File: config.mk
export PLATFORM = sky130hd
export DESIGN_NAME = mem_ctl
export DESIGN_NICKNAME = d
export VERILOG_FILES = /design/src/mem_ctl_pkg.sv /design/src/spi_master.sv /design/src/access_arbiter.sv /design/src/data_port.sv /design/src/mem_ctl.sv
export SDC_FILE = /design/constraint.sdc
export NUM_CORES = 1
export LEC_CHECK = 0
export BUFFER_PORTS_ARGS = -buffer_cell sky130_fd_sc_hd__buf_2
export CAP_MARGIN = 20
export CORE_MARGIN = 5
export CORE_UTILIZATION = 53
export DETAILED_ROUTE_END_ITERATION = 12
export GPL_TIMING_DRIVEN = 0
export HOLD_SLACK_MARGIN = 0.05
export PLACE_DENSITY = 0.86
export SYNTH_ARGS = -nofsm -noshare
export SYNTH_HDL_FRONTEND = slang
export SYNTH_HIERARCHICAL = 1
export SYNTH_SLANG_ARGS = --single-unit
File: constraint.sdc
create_clock -name clk -period 5.7 [get_ports clk]
set_input_delay 0.855 -clock clk [delete_from_list [all_inputs] [get_ports clk]]
set_output_delay 0.855 -clock clk [all_outputs]
set_load 0.03 [all_outputs]
File: src/mem_ctl_pkg.sv
// Memory map, SPI commands, request and response structs, byte-lane helper functions
package mem_ctl_pkg;

    // Region tags, compared on the top address byte
    localparam logic [7:0] FLASH_BASE = 8'h80;
    localparam logic [7:0] PSRAM_BASE = 8'h00;

    // GPIO page, compared on address bits 31:8
    localparam logic [23:0] GPIO_BASE = 24'h40_0000;
    localparam int GPIO_WIDTH = 8;

    localparam logic [7:0] CMD_READ = 8'h03;
    localparam logic [7:0] CMD_WRITE = 8'h02;

    localparam int SPI_ADDR_W = 24;

    // funct3 of a full word access, also used for instruction fetch
    localparam logic [2:0] F3_WORD = 3'b010;

    typedef struct packed {
        logic [31:0] addr;
        logic [31:0] wdata;
        logic [2:0] funct3;
        logic we;
        logic re;
    } data_req_t;

    typedef struct packed {
        logic start;
        logic stop;
        logic cont;
        logic write;
        logic [SPI_ADDR_W-1:0] addr;
        logic [5:0] len;
        logic [31:0] wdata;
    } spi_req_t;

    typedef struct packed {
        logic done;
        logic [31:0] rdata;
    } spi_rsp_t;

    // Lowest byte goes out first, left aligned for an MSB-first shifter
    function automatic logic [31:0] store_lanes(input logic [31:0] wdata, input logic [2:0] funct3);
        case (funct3[1:0])
            2'b00: store_lanes = {wdata[7:0], 24'h0};
            2'b01: store_lanes = {wdata[7:0], wdata[15:8], 16'h0};
            default: store_lanes = {wdata[7:0], wdata[15:8], wdata[23:16], wdata[31:24]};
        endcase
    endfunction

    // Received bits sit right aligned; signed loads are zero-extended too
    function automatic logic [31:0] load_extend(input logic [31:0] rdata, input logic [2:0] funct3);
        case (funct3[1:0])
            2'b00: load_extend = {24'h0, rdata[7:0]};
            2'b01: load_extend = {16'h0, rdata[7:0], rdata[15:8]};
            default: load_extend = {rdata[7:0], rdata[15:8], rdata[23:16], rdata[31:24]};
        endcase
    endfunction

    function automatic logic [5:0] data_len_bits(input logic [2:0] funct3);
        case (funct3[1:0])
            2'b00: data_len_bits = 6'd8;
            2'b01: data_len_bits = 6'd16;
            default: data_len_bits = 6'd32;
        endcase
    endfunction

endpackage

File: src/spi_master.sv
// Single-line SPI master with command, address and data phases and read burst continuation
`timescale 1ns/1ps

module spi_master import mem_ctl_pkg::*; (
    input  logic clk,
    input  logic rst_n,

    input  spi_req_t req,
    input  logic fetch_active,
    input  logic data_in_flash,
    output spi_rsp_t rsp,

    output logic flash_cs_n,
    output logic ram_cs_n,
    output logic spi_sclk,
    input  logic [3:0] spi_io_in,
    output logic [3:0] spi_io_out,
    output logic [3:0] spi_io_oe
);

    logic busy;
    logic cs_active;
    logic sel_flash;
    logic burst;
    logic sclk_q;
    logic done_q;
    logic [6:0] bit_cnt;
    // Command, address and write data in one MSB-first word
    logic [63:0] shift_out;
    logic [31:0] shift_in;

    logic last_edge;

    // Falling edge of the final bit of the current transfer
    assign last_edge = busy && sclk_q && (bit_cnt == 7'd1);

    always_ff @(posedge clk or negedge rst_n) begin
        if (!rst_n) begin
            busy <= 1'b0;
            cs_active <= 1'b0;
            sel_flash <= 1'b0;
            burst <= 1'b0;
            sclk_q <= 1'b0;
            done_q <= 1'b0;
            bit_cnt <= 7'd0;
        end else begin
            done_q <= 1'b0;
            if (req.stop) begin
                busy <= 1'b0;
                cs_active <= 1'b0;
                sclk_q <= 1'b0;
            end else if (req.start) begin
                busy <= 1'b1;
                cs_active <= 1'b1;
                // Select is latched so the arbiter flags may change mid-transfer
                sel_flash <= fetch_active | data_in_flash;
                burst <= fetch_active;
                sclk_q <= 1'b0;
                bit_cnt <= 7'd32 + {1'b0, req.len};
            end else if (req.cont && cs_active && !busy) begin
                // Address counter in the device keeps running, so no new command
                busy <= 1'b1;
                bit_cnt <= 7'd32;
            end else if (busy) begin
                if (!sclk_q) begin
                    sclk_q <= 1'b1;
                end else begin
                    sclk_q <= 1'b0;
                    bit_cnt <= bit_cnt - 7'd1;
                    if (last_edge) begin
                        busy <= 1'b0;
                        done_q <= 1'b1;
                        // Fetches hold the select open for a continued burst
                        if (!burst) begin
                            cs_active <= 1'b0;
                        end
                    end
                end
            end
        end
    end

    always_ff @(posedge clk) begin
        if (req.start) begin
            shift_out <= {req.write ? CMD_WRITE : CMD_READ, req.addr,
                          req.write ? req.wdata : 32'h0};
        end else if (busy && sclk_q) begin
            // Mode 0, sample while SCLK is high and advance on its falling edge
            shift_out <= {shift_out[62:0], 1'b0};
            shift_in <= {shift_in[30:0], spi_io_in[1]};
        end
    end

    assign rsp = '{done: done_q, rdata: shift_in};

    assign flash_cs_n = !(cs_active && sel_flash);
    assign ram_cs_n = !(cs_active && !sel_flash);
    assign spi_sclk = sclk_q;

    // io[0] carries MOSI, io[1] is input only
    assign spi_io_out = {3'b000, cs_active & shift_out[63]};
    assign spi_io_oe = {3'b000, cs_active};

endmodule

File: src/access_arbiter.sv
// Fetch and data access arbiter FSM with one-word instruction prefetch buffer
`timescale 1ns/1ps

module access_arbiter import mem_ctl_pkg::*; (
    input  logic clk,
    input  logic rst_n,

    input  logic [31:0] instr_addr,
    output logic [31:0] instr_data,
    output logic instr_ready,

    input  data_req_t mem_req,
    input  logic mem_valid,
    output logic [31:0] mem_rdata,
    output logic mem_done,

    output spi_req_t spi_req,
    input  spi_rsp_t spi_rsp,
    output logic fetch_active,
    output logic data_in_flash
);

    typedef enum logic [2:0] {
        ACCESS_IDLE,
        ACCESS_ACTIVE,
        ACCESS_NEXT_INSTR,
        ACCESS_PAUSE,
        ACCESS_STOP
    } state_t;

    state_t state;

    // Captured data request, held until its transfer completes
    logic pend;
    data_req_t pend_req;

    logic [31:0] fetch_addr;
    logic [31:0] seq_addr;
    logic [31:0] instr_q;
    logic [31:0] next_q;
    logic instr_valid;
    logic is_fetch;
    logic in_flash;

    logic start_q;
    logic stop_q;
    logic cont_q;
    logic write_q;
    logic [SPI_ADDR_W-1:0] addr_q;
    logic [5:0] len_q;
    logic [31:0] wdata_q;

    logic addr_hit;
    logic seq_hit;
    logic fetch_busy;
    logic preempt;
    logic start_data;
    logic start_fetch;
    logic first_done;
    logic next_jump;
    logic next_done;
    logic pause_adv;
    logic pause_jump;

    assign seq_addr = fetch_addr + 32'd4;
    assign addr_hit = (instr_addr == fetch_addr);
    assign seq_hit = (instr_addr == seq_addr);

    assign instr_ready = instr_valid && addr_hit;

    assign fetch_busy = (state == ACCESS_ACTIVE) || (state == ACCESS_NEXT_INSTR) ||
                        (state == ACCESS_PAUSE);
    // Data wins and cuts a running fetch burst short
    assign preempt = pend && is_fetch && fetch_busy;

    assign start_data = (state == ACCESS_IDLE) && pend;
    assign start_fetch = (state == ACCESS_IDLE) && !pend && !instr_ready;
    assign first_done = (state == ACCESS_ACTIVE) && !preempt && spi_rsp.done;

    assign next_jump = (state == ACCESS_NEXT_INSTR) && !preempt && !addr_hit && !seq_hit;
    assign next_done = (state == ACCESS_NEXT_INSTR) && !preempt && !next_jump && spi_rsp.done;

    // PAUSE is only entered with the next word already in next_q
    assign pause_adv = (state == ACCESS_PAUSE) && !preempt && !addr_hit && seq_hit;
    assign pause_jump = (state == ACCESS_PAUSE) && !preempt && !addr_hit && !pause_adv;

    always_ff @(posedge clk or negedge rst_n) begin
        if (!rst_n) begin
            state <= ACCESS_IDLE;
            pend <= 1'b0;
            instr_valid <= 1'b0;
            is_fetch <= 1'b0;
            in_flash <= 1'b0;
            start_q <= 1'b0;
            stop_q <= 1'b0;
            cont_q <= 1'b0;
        end else begin
            start_q <= 1'b0;
            stop_q <= 1'b0;
            cont_q <= 1'b0;
            if (preempt) begin
                // instr_data stays valid for fetch_addr and only the burst is lost
                stop_q <= 1'b1;
                state <= ACCESS_STOP;
            end else begin
                case (state)
                    ACCESS_IDLE: begin
                        if (start_data) begin
                            start_q <= 1'b1;
                            is_fetch <= 1'b0;
                            in_flash <= (pend_req.addr[31:24] == FLASH_BASE);
                            state <= ACCESS_ACTIVE;
                        end else if (start_fetch) begin
                            start_q <= 1'b1;
                            is_fetch <= 1'b1;
                            in_flash <= 1'b0;
                            instr_valid <= 1'b0;
                            state <= ACCESS_ACTIVE;
                        end
                    end
                    ACCESS_ACTIVE: begin
                        if (spi_rsp.done) begin
                            if (is_fetch) begin
                                instr_valid <= 1'b1;
                                cont_q <= 1'b1;
                                state <= ACCESS_NEXT_INSTR;
                            end else begin
                                pend <= 1'b0;
                                in_flash <= 1'b0;
                                state <= ACCESS_IDLE;
                            end
                        end
                    end
                    ACCESS_NEXT_INSTR: begin
                        if (next_jump) begin
                            instr_valid <= 1'b0;
                            stop_q <= 1'b1;
                            state <= ACCESS_STOP;
                        end else if (spi_rsp.done) begin
                            state <= ACCESS_PAUSE;
                        end
                    end
                    ACCESS_PAUSE: begin
                        if (pause_adv) begin
                            cont_q <= 1'b1;
                            state <= ACCESS_NEXT_INSTR;
                        end else if (pause_jump) begin
                            instr_valid <= 1'b0;
                            stop_q <= 1'b1;
                            state <= ACCESS_STOP;
                        end
                    end
                    ACCESS_STOP: begin
                        is_fetch <= 1'b0;
                        in_flash <= 1'b0;
                        state <= ACCESS_IDLE;
                    end
                    default: state <= ACCESS_IDLE;
                endcase
            end
            if (mem_valid) begin
                pend <= 1'b1;
            end
        end
    end

    always_ff @(posedge clk) begin
        if (mem_valid) begin
            pend_req <= mem_req;
        end
        if (start_data) begin
            write_q <= pend_req.we;
            addr_q <= pend_req.addr[SPI_ADDR_W-1:0];
            len_q <= data_len_bits(pend_req.funct3);
            wdata_q <= store_lanes(pend_req.wdata, pend_req.funct3);
        end else if (start_fetch) begin
            write_q <= 1'b0;
            addr_q <= instr_addr[SPI_ADDR_W-1:0];
            len_q <= data_len_bits(F3_WORD);
            wdata_q <= 32'h0;
            fetch_addr <= instr_addr;
        end
        if (first_done && is_fetch) begin
            instr_q <= load_extend(spi_rsp.rdata, F3_WORD);
        end else if (pause_adv) begin
            // Sequential PC served from the prefetch buffer
            instr_q <= next_q;
            fetch_addr <= instr_addr;
        end
        if (next_done) begin
            next_q <= load_extend(spi_rsp.rdata, F3_WORD);
        end
    end

    assign instr_data = instr_q;

    // Data response goes straight out and data_port registers it
    assign mem_done = (state == ACCESS_ACTIVE) && !is_fetch && spi_rsp.done;
    assign mem_rdata = load_extend(spi_rsp.rdata, pend_req.funct3);

    assign spi_req = '{start: start_q, stop: stop_q, cont: cont_q, write: write_q,
                       addr: addr_q, len: len_q, wdata: wdata_q};

    assign fetch_active = is_fetch;
    assign data_in_flash = in_flash;

endmodule

File: src/data_port.sv
// Data address decode, GPIO output register and data response merge
`timescale 1ns/1ps

module data_port import mem_ctl_pkg::*; (
    input  logic clk,
    input  logic rst_n,

    input  data_req_t data_req,
    output data_req_t mem_req,
    output logic mem_valid,
    input  logic [31:0] arb_rdata,
    input  logic arb_done,
    output logic [31:0] mem_rdata,
    output logic mem_ready,

    output logic [GPIO_WIDTH-1:0] gpio_out
);

    logic strobe;
    logic mem_hit;
    logic gpio_hit;
    logic local_hit;
    logic [GPIO_WIDTH-1:0] gpio_q;

    assign strobe = data_req.we | data_req.re;
    assign mem_hit = (data_req.addr[31:24] == FLASH_BASE) || (data_req.addr[31:24] == PSRAM_BASE);
    assign gpio_hit = (data_req.addr[31:8] == GPIO_BASE);

    // Anything outside flash and PSRAM is answered here, unmapped reads give zero
    assign local_hit = strobe && !mem_hit;

    assign mem_req = data_req;
    assign mem_valid = strobe && mem_hit;

    always_ff @(posedge clk or negedge rst_n) begin
        if (!rst_n) begin
            gpio_q <= '0;
            mem_ready <= 1'b0;
        end else begin
            mem_ready <= local_hit || arb_done;
            if (local_hit && gpio_hit && data_req.we) begin
                gpio_q <= data_req.wdata[GPIO_WIDTH-1:0];
            end
        end
    end

    always_ff @(posedge clk) begin
        if (arb_done) begin
            mem_rdata <= arb_rdata;
        end else if (local_hit) begin
            mem_rdata <= gpio_hit ? {{(32 - GPIO_WIDTH){1'b0}}, gpio_q} : 32'h0;
        end
    end

    assign gpio_out = gpio_q;

endmodule

File: src/mem_ctl.sv
// Memory controller top with arbiter, data port and SPI master instances
`timescale 1ns/1ps

module mem_ctl import mem_ctl_pkg::*; (
    input  logic clk,
    input  logic rst_n,

    // Instruction side
    input  logic [31:0] instr_addr,
    output logic [31:0] instr_data,
    output logic instr_ready,

    // Data side
    input  data_req_t data_req,
    output logic [31:0] mem_rdata,
    output logic mem_ready,

    output logic [GPIO_WIDTH-1:0] gpio_out,

    // Shared serial bus
    output logic flash_cs_n,
    output logic ram_cs_n,
    output logic spi_sclk,
    input  logic [3:0] spi_io_in,
    output logic [3:0] spi_io_out,
    output logic [3:0] spi_io_oe
);

    data_req_t mem_req;
    logic mem_valid;
    logic [31:0] arb_rdata;
    logic arb_done;
    spi_req_t spi_req;
    spi_rsp_t spi_rsp;
    logic fetch_active;
    logic data_in_flash;

    access_arbiter u_arbiter (
        .clk(clk),
        .rst_n(rst_n),
        .instr_addr(instr_addr),
        .instr_data(instr_data),
        .instr_ready(instr_ready),
        .mem_req(mem_req),
        .mem_valid(mem_valid),
        .mem_rdata(arb_rdata),
        .mem_done(arb_done),
        .spi_req(spi_req),
        .spi_rsp(spi_rsp),
        .fetch_active(fetch_active),
        .data_in_flash(data_in_flash)
    );

    data_port u_data_port (
        .clk(clk),
        .rst_n(rst_n),
        .data_req(data_req),
        .mem_req(mem_req),
        .mem_valid(mem_valid),
        .arb_rdata(arb_rdata),
        .arb_done(arb_done),
        .mem_rdata(mem_rdata),
        .mem_ready(mem_ready),
        .gpio_out(gpio_out)
    );

    spi_master u_spi (
        .clk(clk),
        .rst_n(rst_n),
        .req(spi_req),
        .fetch_active(fetch_active),
        .data_in_flash(data_in_flash),
        .rsp(spi_rsp),
        .flash_cs_n(flash_cs_n),
        .ram_cs_n(ram_cs_n),
        .spi_sclk(spi_sclk),
        .spi_io_in(spi_io_in),
        .spi_io_out(spi_io_out),
        .spi_io_oe(spi_io_oe)
    );

endmodule

; Yosys cells after proc, flatten, opt, wreduce, memory -nomap -nowiden
; Index checks and enable logic that the tools add are counted.
[totals]
register_bits = 386
inputBits = 107
out_inout_bits = 85
word_cells = 235
[classes]
add_sub_neg = 3
eq_ne = 28
n_mux = 93
bitwise = 6
reduce_logical = 74
[ops]
columns = operator, count
row1 = 32-bit two-way mux, 11
row2 = 64-bit two-way mux, 2
row3 = 32-bit equality test, 2
row4 = 32-bit one-hot mux with 2 select lines, 1
row5 = 1-bit two-way mux, 53
row6 = 24-bit two-way mux, 2
row7 = 24-bit one-hot mux with 2 select lines, 1
row8 = "32-bit by 3-bit adder with 32-bit output, second input constant", 1
row9 = 1-bit logical AND, 30
row10 = 7-bit two-way mux, 4
row11 = "24-bit by 23-bit equality test with 1-bit output, second input constant", 1
row12 = 3-bit two-way mux, 8
row13 = 3-bit nonzero test, 6
row14 = "8-bit equality test, second input constant", 2
row15 = 2-bit nonzero test, 7
row16 = 1-bit zero test, 13
row17 = 6-bit two-way mux, 2
row18 = "4-bit by 1-bit != test with 1-bit output, second input constant", 3
row19 = 3-bit one-hot mux with 4 select lines, 1
row20 = 6-bit one-hot mux with 2 select lines, 1
row21 = "2-bit by 1-bit != test with 1-bit output, second input constant", 5
row22 = "2-bit != test, second input constant", 5
row23 = 5-bit AND reduction, 2
row24 = 9-bit AND reduction, 1
row25 = other kinds (25), 40

; Logic depth before layout (Yosys ltp)
; Gate-level depths: netlist (run 1).
[depth]
word_depth = 14
ltp_mapped = 13
depth_no_buf = 10

; Cells and area by module
; The synthesis (run 1) kept the hierarchy.
[modules_own_cells]
columns = module, n_inst, cells_each, area_per_inst_um2, seq_area_each_um2
row1 = access_arbiter, 1, 711, 10163.5, 6626.4
row2 = spi_master, 1, 260, 4344.2, 3208.1
row3 = data_port, 1, 170, 2153.3, 1186.1

; Worst setup path after synthesis (run 1)
; Ideal clock, no wire load.
[synth_path]
kind = input to register
start = input data_req[62] (netlist name)
end = register u_arbiter/pend_req[10] (netlist name) (enable)
setup_ps = 577
arrival_ps = 5875
required_time_ps = 5123
setup_slack_ps = -752
cell_stages = 3
n_path_buf = 0
path_cell_list = nor4_4 -> nand2_1 -> nor3_1
[synth_via]
elab_chain_cells = 3
word_cells_on_any_way = 4
cone_classes = eq/ne: 1 / reduce/logical: 3
[synth_lines]
columns = element, line_no
row1 = start: declaration, mem_ctl.sv:14  ; input data_req_t data_req,
row2 = 8-bit equality test / 8-bit zero test (equally long branches), data_port.sv:26  ; assign mem_hit = (data_req.addr[31:24] == FLASH_BASE) || (data_req.addr[31:24] == PSRAM_BASE);
row3 = 1-bit logical OR (*), data_port.sv:26
row4 = 1-bit logical AND (*), data_port.sv:33  ; assign mem_valid = strobe && mem_hit;
row5 = via mem_valid, mem_ctl.sv:30  ; logic mem_valid;
row6 = end signal: assignment, access_arbiter.sv:169  ; pend_req <= mem_req;
row7 = end: declaration, access_arbiter.sv:35  ; data_req_t pend_req;
; The timed path passes the listed nets; every way through them passes the cells marked *.
; A chain may end at the register's enable or synchronous reset.

; Final worst setup path (run 1)
[layout_path]
start = register u_arbiter.fetch_addr[2]
end = register u_arbiter.instr_q[28] (netlist: u_arbiter/instr_data[28]) (enable)
[layout_via]
elab_chain_cells = 5
word_cells_on_any_way = 7
cone_classes = add/sub: 1 / eq/ne: 2 / reduce/logical: 4
[layout_lines]
columns = element, line_no
row1 = start: declaration, access_arbiter.sv:37  ; logic [31:0] fetch_addr;
row2 = start signal: assignment, access_arbiter.sv:181  ; fetch_addr <= instr_addr;
row3 = start signal: assignment, access_arbiter.sv:188  ; fetch_addr <= instr_addr;
row4 = "parallel branches: the longest is 3 deep, another holds 32-bit by 3-bit adder with 32-bit output", --
row5 = 1-bit logical AND (*), access_arbiter.sv:84  ; assign pause_adv = (state == ACCESS_PAUSE) && !preempt && !addr_hit && seq_hit;
row6 = 2-bit nonzero test (no source line) (*), --
row7 = end signal: assignment, access_arbiter.sv:184  ; instr_q <= load_extend(spi_rsp.rdata, F3_WORD);
row8 = end signal: assignment, access_arbiter.sv:187  ; instr_q <= next_q;
row9 = end: declaration, access_arbiter.sv:39  ; logic [31:0] instr_q;
; Mark *: on every way between the ends.

==> results of run 1 <==
-- area by class of cell --
cell class,count,area [sq um]
sequential,383,11020
tap,396,495.5
timing repair buffer,158,983.4
clock inverter,15,239.0
clock buffer,59,1142
fill,2089,11230
inverter,11,41.29
buffer,137,874.6
multi-input combinational,615,4800
-- routing by layer --
| layer | track usage (%) | vias up | part of all wire [%] | wire [um] |
|---|---|---|---|---|
| met5 | 0 | - | 0.034 | 13 |
| met4 | 6.655 | 2 | 2.8 | 1058 |
| met3 | 4.367 | 83 | 8.2 | 3157 |
| met2 | 34.01 | 455 | 47 | 18110 |
| met1 | 30.23 | 5070 | 42 | 15940 |
| li1 | - | 4600 | - | - |
-- metrics by stage --
step | hold WS, ns | setup TNS (ns) | utilization (%) | total power (uW) | setup WS (ns)
after floorplan | 0.4456 | 0 | - | 6215 | 0.1012
after global placement | 0.4678 | -145.93 | 58.07 | 6846 | -1.877
after detailed placement | 0.4832 | 0 | 59.08 | 7006 | 1.281
after CTS | 0.4079 | 0 | 63.56 | 9724 | 1.573
after global routing | 0.4435 | 0 | 63.56 | 10160 | 1.313
final | 0.3830 | 0 | 63.56 | 9692 | 1.452
-- power by group --
part,internal (uW),switching [uW]
clock network,1600,1100
registers,4050,411
logic,1130,1410
total,6770,2920
-- flip-flops by register name (all words and copies together) (netlist names), 3 cells and up --
| signal | cells |
|---|---|
| u_arbiter/fetch_addr | 32 |
| u_arbiter/wdata_q | 32 |
| u_arbiter/next_q | 32 |
| u_arbiter/len_q | 3 |
| u_spi/shift_out | 64 |
| u_arbiter/addr_q | 24 |
| u_arbiter/state | 3 |
| u_data_port/mem_rdata | 32 |
| u_arbiter/instr_data | 32 |
| u_spi/bit_cnt | 7 |
| u_data_port/gpio_out | 8 |
| u_arbiter/pend_req | 67 |
| u_spi/shift_in | 32 |
-- final timing paths --
path / from / end / slack, ns
min in group clk: data_req[2] / u_arbiter/pend_req[2] / 0.48
min: rst_n / u_data_port/gpio_out[4] / 0.38
max: u_arbiter/fetch_addr[2] / u_arbiter/instr_data[28] / 1.45
min reg2reg: u_arbiter/fetch_addr[0] / u_arbiter/fetch_addr[0] / 0.50
max in group asynchronous: rst_n / u_spi/sel_flash / 4.76
max reg2reg: u_arbiter/fetch_addr[2] / u_arbiter/instr_data[28] / 1.45
==> run_results.csv, run 1 <==
group,metric,value,unit
run_status,outcome,"finished clean",
layout,diodes,0,
worst_setup_path,worstRegToRegCells,12,
layout,final_area,19600,sq um
drt,via_per_inst,5.755,
global_routing,grt_pass1_wl,59360,um
place,hpwlAfterDp,26490,um
layout,mostFrequentLayoutCells,"edfxtp_1 (319), buf_2 (159), mux2_2 (90)",
synthesis,netlist_area,16650,sq um
global_routing,overflow,0,
layout,layout-drive-gt1-share,33.74,%
clock_tree,path_clk_slew,0.07,ns
pwr,power_density,494.6,nW/um^2
global_routing,grt_pass1_vias,10283,
clock_tree,post-cts-setup-buffers,0,
worst_setup_path,cp_top_family,"simple AND/OR/NAND/NOR gates",
clock_tree,numCtsBuffers,40,
clock_tree,post_cts_resized,0,
worst_setup_path,worst_path_max_delay_cell,"or4_1",
sta,setup-violations-final,0,
drt,drt_pass1_iterations,6,
worst_setup_path,crit_required,5.94,ns
worst_setup_path,arrival,4.48,ns
place,gp_congestion,0.8827,
global_routing,grt_max_degree,43,
min_path,hold_class,"primary input to async pin",
synthesis,yosys_warnings,6,
global_routing,grt_usage,21.46,%
worst_setup_path,crit_chain,"ha_1 > and4_1 > clkbuf_1 > xnor2_1 > o211ai_1 > a222oi_1 > nand4b_1 > or4_1 > or2_1 > buf_6 > o21ai_4 > buf_16",
global_routing,antenna_found_initial,1,
place,io_buffers,146,
drt,drt_wl_total,38280,um
sta,tightest_slew,0.8964,ns
floorplan,core_area,30830,sq um
sta,clock.fmax,235.4,MHz
layout,instances_no_fill,1774,
clock_tree,cts_sinks,383,
floorplan,dieArea,35050,sq um
clock_tree,clk_path_buf_depth,3,
floorplan,initial_utilization,53.99,%
place,placed_cell_area,18220,sq um
floorplan,ios,192,
floorplan,die_w,187.2,um
synthesis,synthCells,1139,
worst_setup_path,critPathMaxStageDelay,0.59,ns
layout,final_net_count,1456,
drt,wl_per_cell,21.58,um
floorplan,num_rows,64,
clock_tree,htreeDepth,2,
flow_run,drv_cap,0,
worst_setup_path,cp.depth,12,
drt,drtAntennaViolNets,0,
layout,final_common_cell,"edfxtp_1",
clock_tree,cts_hold_buf,0,
worst_setup_path,critical_path.startpoint_type,"flop",
floorplan,die_h,187.2,um
clock_tree,clock_latency,0.56,ns
sta,fin_crit_sh,74.52,%
clock_tree,root_buffer,"clkbuf_16",
drt,drtIter0Drc,884,
clock_tree,cts_tree,"yes",
worst_setup_path,crit_path_end_kind,"flop",
sta,rsz0062_at_grt,"false",
pwr,leakage,0.007679,uW
drt,drc,0,
worst_setup_path,crit_path_max_fanout,20,
sta,fin_crit,4.248,ns
synthesis,synth_area_per_cell,14.61,sq um
worst_setup_path,crit_type,"flop to flop",
place,placedCellCount,1700,
layout,syn_to_final_growth,17.72,%
pwr,ir_drop,0.2432,mV
sta,maxSlewHeadroom,40.05,%
sta,fin_skew,0.03030,ns
worst_setup_path,cp_num_buf_inv,3,
sta,finalHoldViolations,0,
sta,slew_violations,0,
drt,vias,10210,
No activity file was read; power rests on OpenSTA's default activity.
==> run 2, diff against run 1 <==
ABC_AREA = 1   (was unset)
clock period = 3.65 ns   (was 5.7 ns; I/O delays follow)
==> run 2 against run 1 <==
  * Sequential power grew 59%
  * Utilization shrank 1.4 points
  * Count of clock-buffer cells in the layout fell by 9
  * Sequential share of layout area shrank 1.6 points
  * Power is 60% higher
  * First-iteration DRC count is 36% higher
  * Synthesized cell count increased by 47%
  * Clock power increased by 44%
  * Flip-flop and latch count is the same
  * Combinational power up 78%
==> run_results.csv, run 2 <==
group,metric,value,unit
place,hpwlAfterDp,31020,um
worst_setup_path,crit_chain,"ha_1 > inv_1 > nor2_4 > nand2_1 > nor2_1 > nand2_1 > nand2_1 > nand2_1 > nand2_1 > inv_1 > nand3_1 > nor2_1 > nand3_2 > clkbuf_1 > nand2_4 > buf_16",
layout,reg.largest.list,"u_arbiter/pend_req: 67 flops, u_spi/shift_out: 64 flops",
sta,slew_violations,0,
clock_tree,numCtsBuffers,39,
layout,top_register,"u_arbiter/pend_req",
worst_setup_path,critical_path.startpoint_type,"flop",
worst_setup_path,cpMostUsedCell,"nand2_1",
floorplan,die_h,191.0,um
floorplan,core_area,32450,sq um
global_routing,overflow,0,
sta,fin_crit,3.368,ns
synthesis,netlist_area,17370,sq um
clock_tree,post-cts-setup-buffers,0,
global_routing,grt_max_degree,67,
drt,wl_per_cell,18.24,um
clock_tree,htreeDepth,2,
sta,tightest_slew,0.8934,ns
place,io_buffers,147,
place,gp_congestion,0.9236,
drt,drt_pass1_iterations,5,
floorplan,die_w,191.0,um
global_routing,grt_pass1_vias,12114,
worst_setup_path,crit_path_max_fanout,18,
sta,fin_crit_sh,92.26,%
flow_run,drv_cap,0,
clock_tree,clock_latency,0.53,ns
floorplan,dieArea,36490,sq um
pwr,leakage,0.009006,uW
synthesis,synth_area_per_cell,10.34,sq um
drt,vias,12323,
layout,largest_register_ff_count,67,
floorplan,initial_utilization,53.52,%
pwr,power_density,767.0,nW/um^2
floorplan,num_rows,66,
worst_setup_path,worst_path_max_delay_cell,"clkbuf_1",
worst_setup_path,crit_path_end_kind,"flop",
synthesis,yosys_warnings,6,
clock_tree,cts_tree,"yes",
run_status,outcome,"finished clean",
synthesis,synthCells,1679,
sta,clock.fmax,297.0,MHz
min_path,hold_class,"primary input to async pin",
worst_setup_path,crit_required,3.93,ns
layout,mostFrequentLayoutCells,"nand2_1 (480), edfxtp_1 (319), inv_1 (190)",
clock_tree,cts_sinks,383,
drt,drtAntennaViolNets,0,
layout,final_net_count,1993,
clock_tree,root_buffer,"clkbuf_16",
drt,drtIter0Drc,1198,
sta,rsz0062_at_grt,"false",
global_routing,grt_usage,23.10,%
place,placed_cell_area,18910,sq um
drt,via_per_inst,5.224,
sta,setup-violations-final,0,
drt,drt_wl_total,43020,um
sta,fin_skew,0.01603,ns
layout,final_common_cell,"nand2_1",
global_routing,grt_pass1_wl,65380,um
sta,maxSlewHeadroom,40.44,%
drt,drc,0,
layout,final_area,20180,sq um
clock_tree,path_clk_slew,0.06,ns
pwr,ir_drop,0.4607,mV
layout,syn_to_final_growth,16.21,%
layout,utilization,62.19,%
clock_tree,clk_path_buf_depth,3,
worst_setup_path,arrival,3.65,ns
sta,finalHoldViolations,0,
floorplan,ios,192,
worst_setup_path,critPathMaxStageDelay,0.48,ns
worst_setup_path,crit_type,"flop to flop",
layout,layout-drive-gt1-share,20.86,%
clock_tree,cts_hold_buf,0,
global_routing,antenna_found_initial,6,
## run 2: timing repair
item / in CTS / in global routing
resized for setup: 1 / 3
gates cloned: 0 / 1
endpoints found under the setup margin: 18 / 85
## run 2: routing by layer
metal,wire length [um],GRT usage (%),up-vias
met3,3202,4.693,105
met4,1555,9.061,4
met2,21430,39.49,515
li1,-,-,5851
met5,27,0,-
met1,16810,29.11,5848
## run 2: through the flow
stage	hold WS, ns	setup TNS, ns	total power, uW	std cells	setup WS (ns)
after global routing	0.1437	0	16360	2359	0.05062
after global placement	0.4352	-179.80	11280	2275	-1.323
final	0.1034	0	15480	2359	0.2824
after detailed placement	0.4575	-7.949	11610	2283	-0.2313
after CTS	0.1052	0	15510	2354	0.1514
after floorplan	0.2519	0	10220	1686	0.07822
## run 2: power by group
part           switching, uW  total, uW  internal [uW]
sequential               630       7070           6440
clock                   1630       3880           2250
combinational           3090       4530           1440
## run 2: worst max-delay path, delay by kind of cell, from the launching register on
kind	cells	cell delay, ns
buf+inv	4	0.88
fa+ha+maj	1	0.27
simple gates	11	1.52
flops	1	0.43
## run 2: final cells by class
| class | count | area (sq um) |
|---|---|---|
| repair buffers | 155 | 924.6 |
| diodes | 4 | 10.01 |
| fillers | 2480 | 12270 |
| flip-flops and latches | 383 | 11020 |
| multi-input cells | 974 | 4826 |
| inverters | 200 | 758.2 |
| plain buffers | 130 | 853.3 |
| clock buffers | 50 | 1047 |
| well taps | 442 | 553.0 |
| clock inverters | 21 | 190.2 |
## run 2: path summary, 6_finish.rpt
kind | from | endpoint | slack [ns] | cells after the start
setup reg to reg | u_arbiter/fetch_addr[3] | u_arbiter/instr_data[12] | 0.28 | 16
setup / recovery | u_arbiter/fetch_addr[3] | u_arbiter/instr_data[12] | 0.28 | 16
max in group asynchronous | rst_n | u_spi/done_q | 3.04 | 1
hold reg to reg | u_spi/shift_in[31] | u_arbiter/next_q[7] | 0.48 | 0
min in group clk | spi_io_in[1] | u_spi/shift_in[0] | 0.19 | 1
hold / removal | rst_n | u_spi/bit_cnt[1] | 0.10 | 1
==> run 3, diff against run 2 <==
CORE_UTILIZATION = 59   (was 53)
PLACE_DENSITY = 0.9   (was 0.86)
clock period = 3.45 ns   (was 3.65 ns; I/O delays follow)
==> run 3 against run 2 <==
  * Design area shrank 0.25%
  * Routed wire length is 0.85% higher
  * Flip-flop and latch count did not move
==> run_results.csv, run 3 (same netlist as run 2, synthesis figures left out) <==
group,metric,value,unit
clock_tree,clk_path_buf_depth,3,
pwr,switchingPower,5692,uW
worst_setup_path,arrival,3.44,ns
clock_tree,numCtsBuffers,38,
clock_tree,cts_sinks,383,
worst_setup_path,crit_required,3.65,ns
worst_setup_path,cp-startpoint,"u_arbiter/state[1]",
clock_tree,htreeDepth,2,
worst_setup_path,critPathMaxStageDelay,0.42,ns
pwr,p_sw_share,34.64,%
sta,setup-violations-final,0,
sta,fin_crit,3.235,ns
drt,drt_wl_total,43390,um
floorplan,num_rows,62,
worst_setup_path,worst_path_max_delay_cell,"dfrtp_1",
clock_tree,path_clk_slew,0.06,ns
drt,wl_per_cell,18.91,um
pwr,combPwrFrac,29.4,%
layout,layout-drive-gt1-share,20.77,%
floorplan,die_w,181.6,um
floorplan,die_h,181.6,um
floorplan,dieArea,32970,sq um
floorplan,ios,192,
drt,drt_pass1_iterations,6,
flow_run,drv_cap,0,
worst_setup_path,crit_path_end_kind,"flop",
layout,final_net_count,1993,
worst_setup_path,cp_top_family,"buffers and inverters",
clock_tree,root_buffer,"clkbuf_16",
run_status,outcome,"finished clean",
layout,diodes,0,
place,io_buffers,147,
layout,reg.largest.list,"u_arbiter/pend_req: 67 flops, u_spi/shift_out: 64 flops",
worst_setup_path,rr_startpoint,"u_arbiter/state[1]",
sta,tightest_slew,0.8942,ns
pwr,power_density,816.2,nW/um^2
pwr,power_frac_seq,45.7,%
sta,slew_violations,0,
sta,clock.fmax,309.2,MHz
global_routing,grt_pass1_vias,12520,
min_path,hold_class,"primary input to async pin",
sta,fin_skew,0.01908,ns
sta,finalHoldViolations,0,
layout,ff_latch_area,11020,sq um
layout,syn_to_final_growth,15.92,%
layout,largest_register_ff_count,67,
global_routing,antenna_found_initial,1,
layout,multi_input_area,4826,sq um
layout,final_common_cell,"nand2_1",
layout,final_area,20130,sq um
global_routing,grt_pass1_wl,66840,um
floorplan,core_area,28860,sq um
drt,drc,0,
drt,vias,12663,
global_routing,overflow,0,
floorplan,initial_utilization,60.18,%
drt,drtIter0Drc,1390,
global_routing,grt_usage,25.63,%
pwr,leakage,0.009003,uW
drt,via_per_inst,5.518,
worst_setup_path,crit_chain,"nor2_1 > inv_1 > nor2_1 > inv_1 > nor2_1 > inv_1 > clkbuf_1 > buf_1 > nand2_4 > buf_12",
worst_setup_path,cp_num_buf_inv,6,
layout,mostFrequentLayoutCells,"nand2_1 (480), edfxtp_1 (319), inv_1 (190)",
layout,nFillCells,1955,
sta,maxSlewHeadroom,40.39,%
layout,utilization,69.77,%
clock_tree,clock_latency,0.53,ns
place,placed_cell_area,18820,sq um
drt,drtAntennaViolNets,0,
place,hpwlAfterDp,30300,um
place,gp_congestion,0.9335,
global_routing,grt_max_degree,67,
worst_setup_path,crit_type,"flop to flop",
worst_setup_path,critical_path.startpoint_type,"flop",
layout,top_register,"u_arbiter/pend_req",
clock_tree,cts_tree,"yes",
pwr,ir_drop,0.5464,mV
worst_setup_path,crit_path_max_fanout,36,
pwr,power.internal,10740,uW
sta,fin_crit_sh,93.76,%
pwr,clock_power_share,24.9,%
==> run 3: cell types whose count changed in the layout (fill, tap and decap cells not counted), sizes merged <==
cell and delta:
buf +2, bufinv +1, clkbuf +1, clkinv -6, clkinvlp +1, diode -4, inv -1
==> run 3: final cells by class <==
| type | count | area share [%] |
|---|---|---|
| flip-flops and latches | 383 | 54.74 |
| well taps | 384 | 2.386 |
| clock buffers | 52 | 5.133 |
| inverters | 200 | 3.766 |
| multi-input cells | 974 | 23.97 |
| plain buffers | 129 | 4.220 |
| repair buffers | 157 | 4.835 |
| clock inverters | 16 | 0.9508 |
==> run 3: stage by stage <==
stage	total power (uW)	instances	TNS (ns)	hold slack, ns	worst slack, ns
final	16430	2295	0	0.08233	0.2154
after floorplan	10790	1686	0	0.2219	0.4769
after global placement	11890	2217	-73.74	0.4315	-0.4346
after CTS	16390	2292	0	0.1005	0.05612
after global routing	17340	2295	-0.01649	0.1225	-0.004310
after detailed placement	12230	2224	-6.423	0.4559	-0.1966
==> run 3: repair_timing <==
item	in CTS	in global routing
setup endpoints to repair	19	87
pin swaps	0	2
buffers inserted	0	2
cloned	0	1
hold buffers	0	0
gates resized for setup	1	3
==> run 3: power groups by stage <==
stage / logic, uW / clock network, uW / registers (uW)
floorplan: 3400 / 0 / 7390
global placement: 4370 / 0 / 7520
detailed placement: 4680 / 0 / 7550
CTS: 4760 / 4130 / 7500
global route: 5350 / 4370 / 7620
finish: 4840 / 4090 / 7510
==> run 3: worst register-to-register path, stage by stage (launching register included) <==
cell and delay, ns:
dfrtp_1 0.42, nor2_1 0.20, inv_1 0.10, nor2_1 0.17, inv_1 0.09, nor2_1 0.34
inv_1 0.20, clkbuf_1 0.34, buf_1 0.36, nand2_4 0.39, buf_12 0.28
==> run 3: path summary, 6_finish.rpt <==
kind	end	slack, ns	cells after the start
hold / removal	u_spi/sel_flash	0.08	1
max in group asynchronous	u_data_port/gpio_out[2]	2.86	1
setup reg to reg	u_arbiter/wdata_q[3]	0.22	10
hold reg to reg	u_arbiter/next_q[7]	0.48	0
setup / recovery	u_arbiter/wdata_q[3]	0.22	10
min in group clk	u_arbiter/pend_req[3]	0.16	1
==> run 3: per-layer routing <==
metal	GRT usage, %	share of wire [%]	vias up
met2	42.49	49	760
li1	-	-	5836
met5	0	0.025	-
met3	4.202	8.6	167
met4	12.10	5.3	2
met1	33.27	37	5898
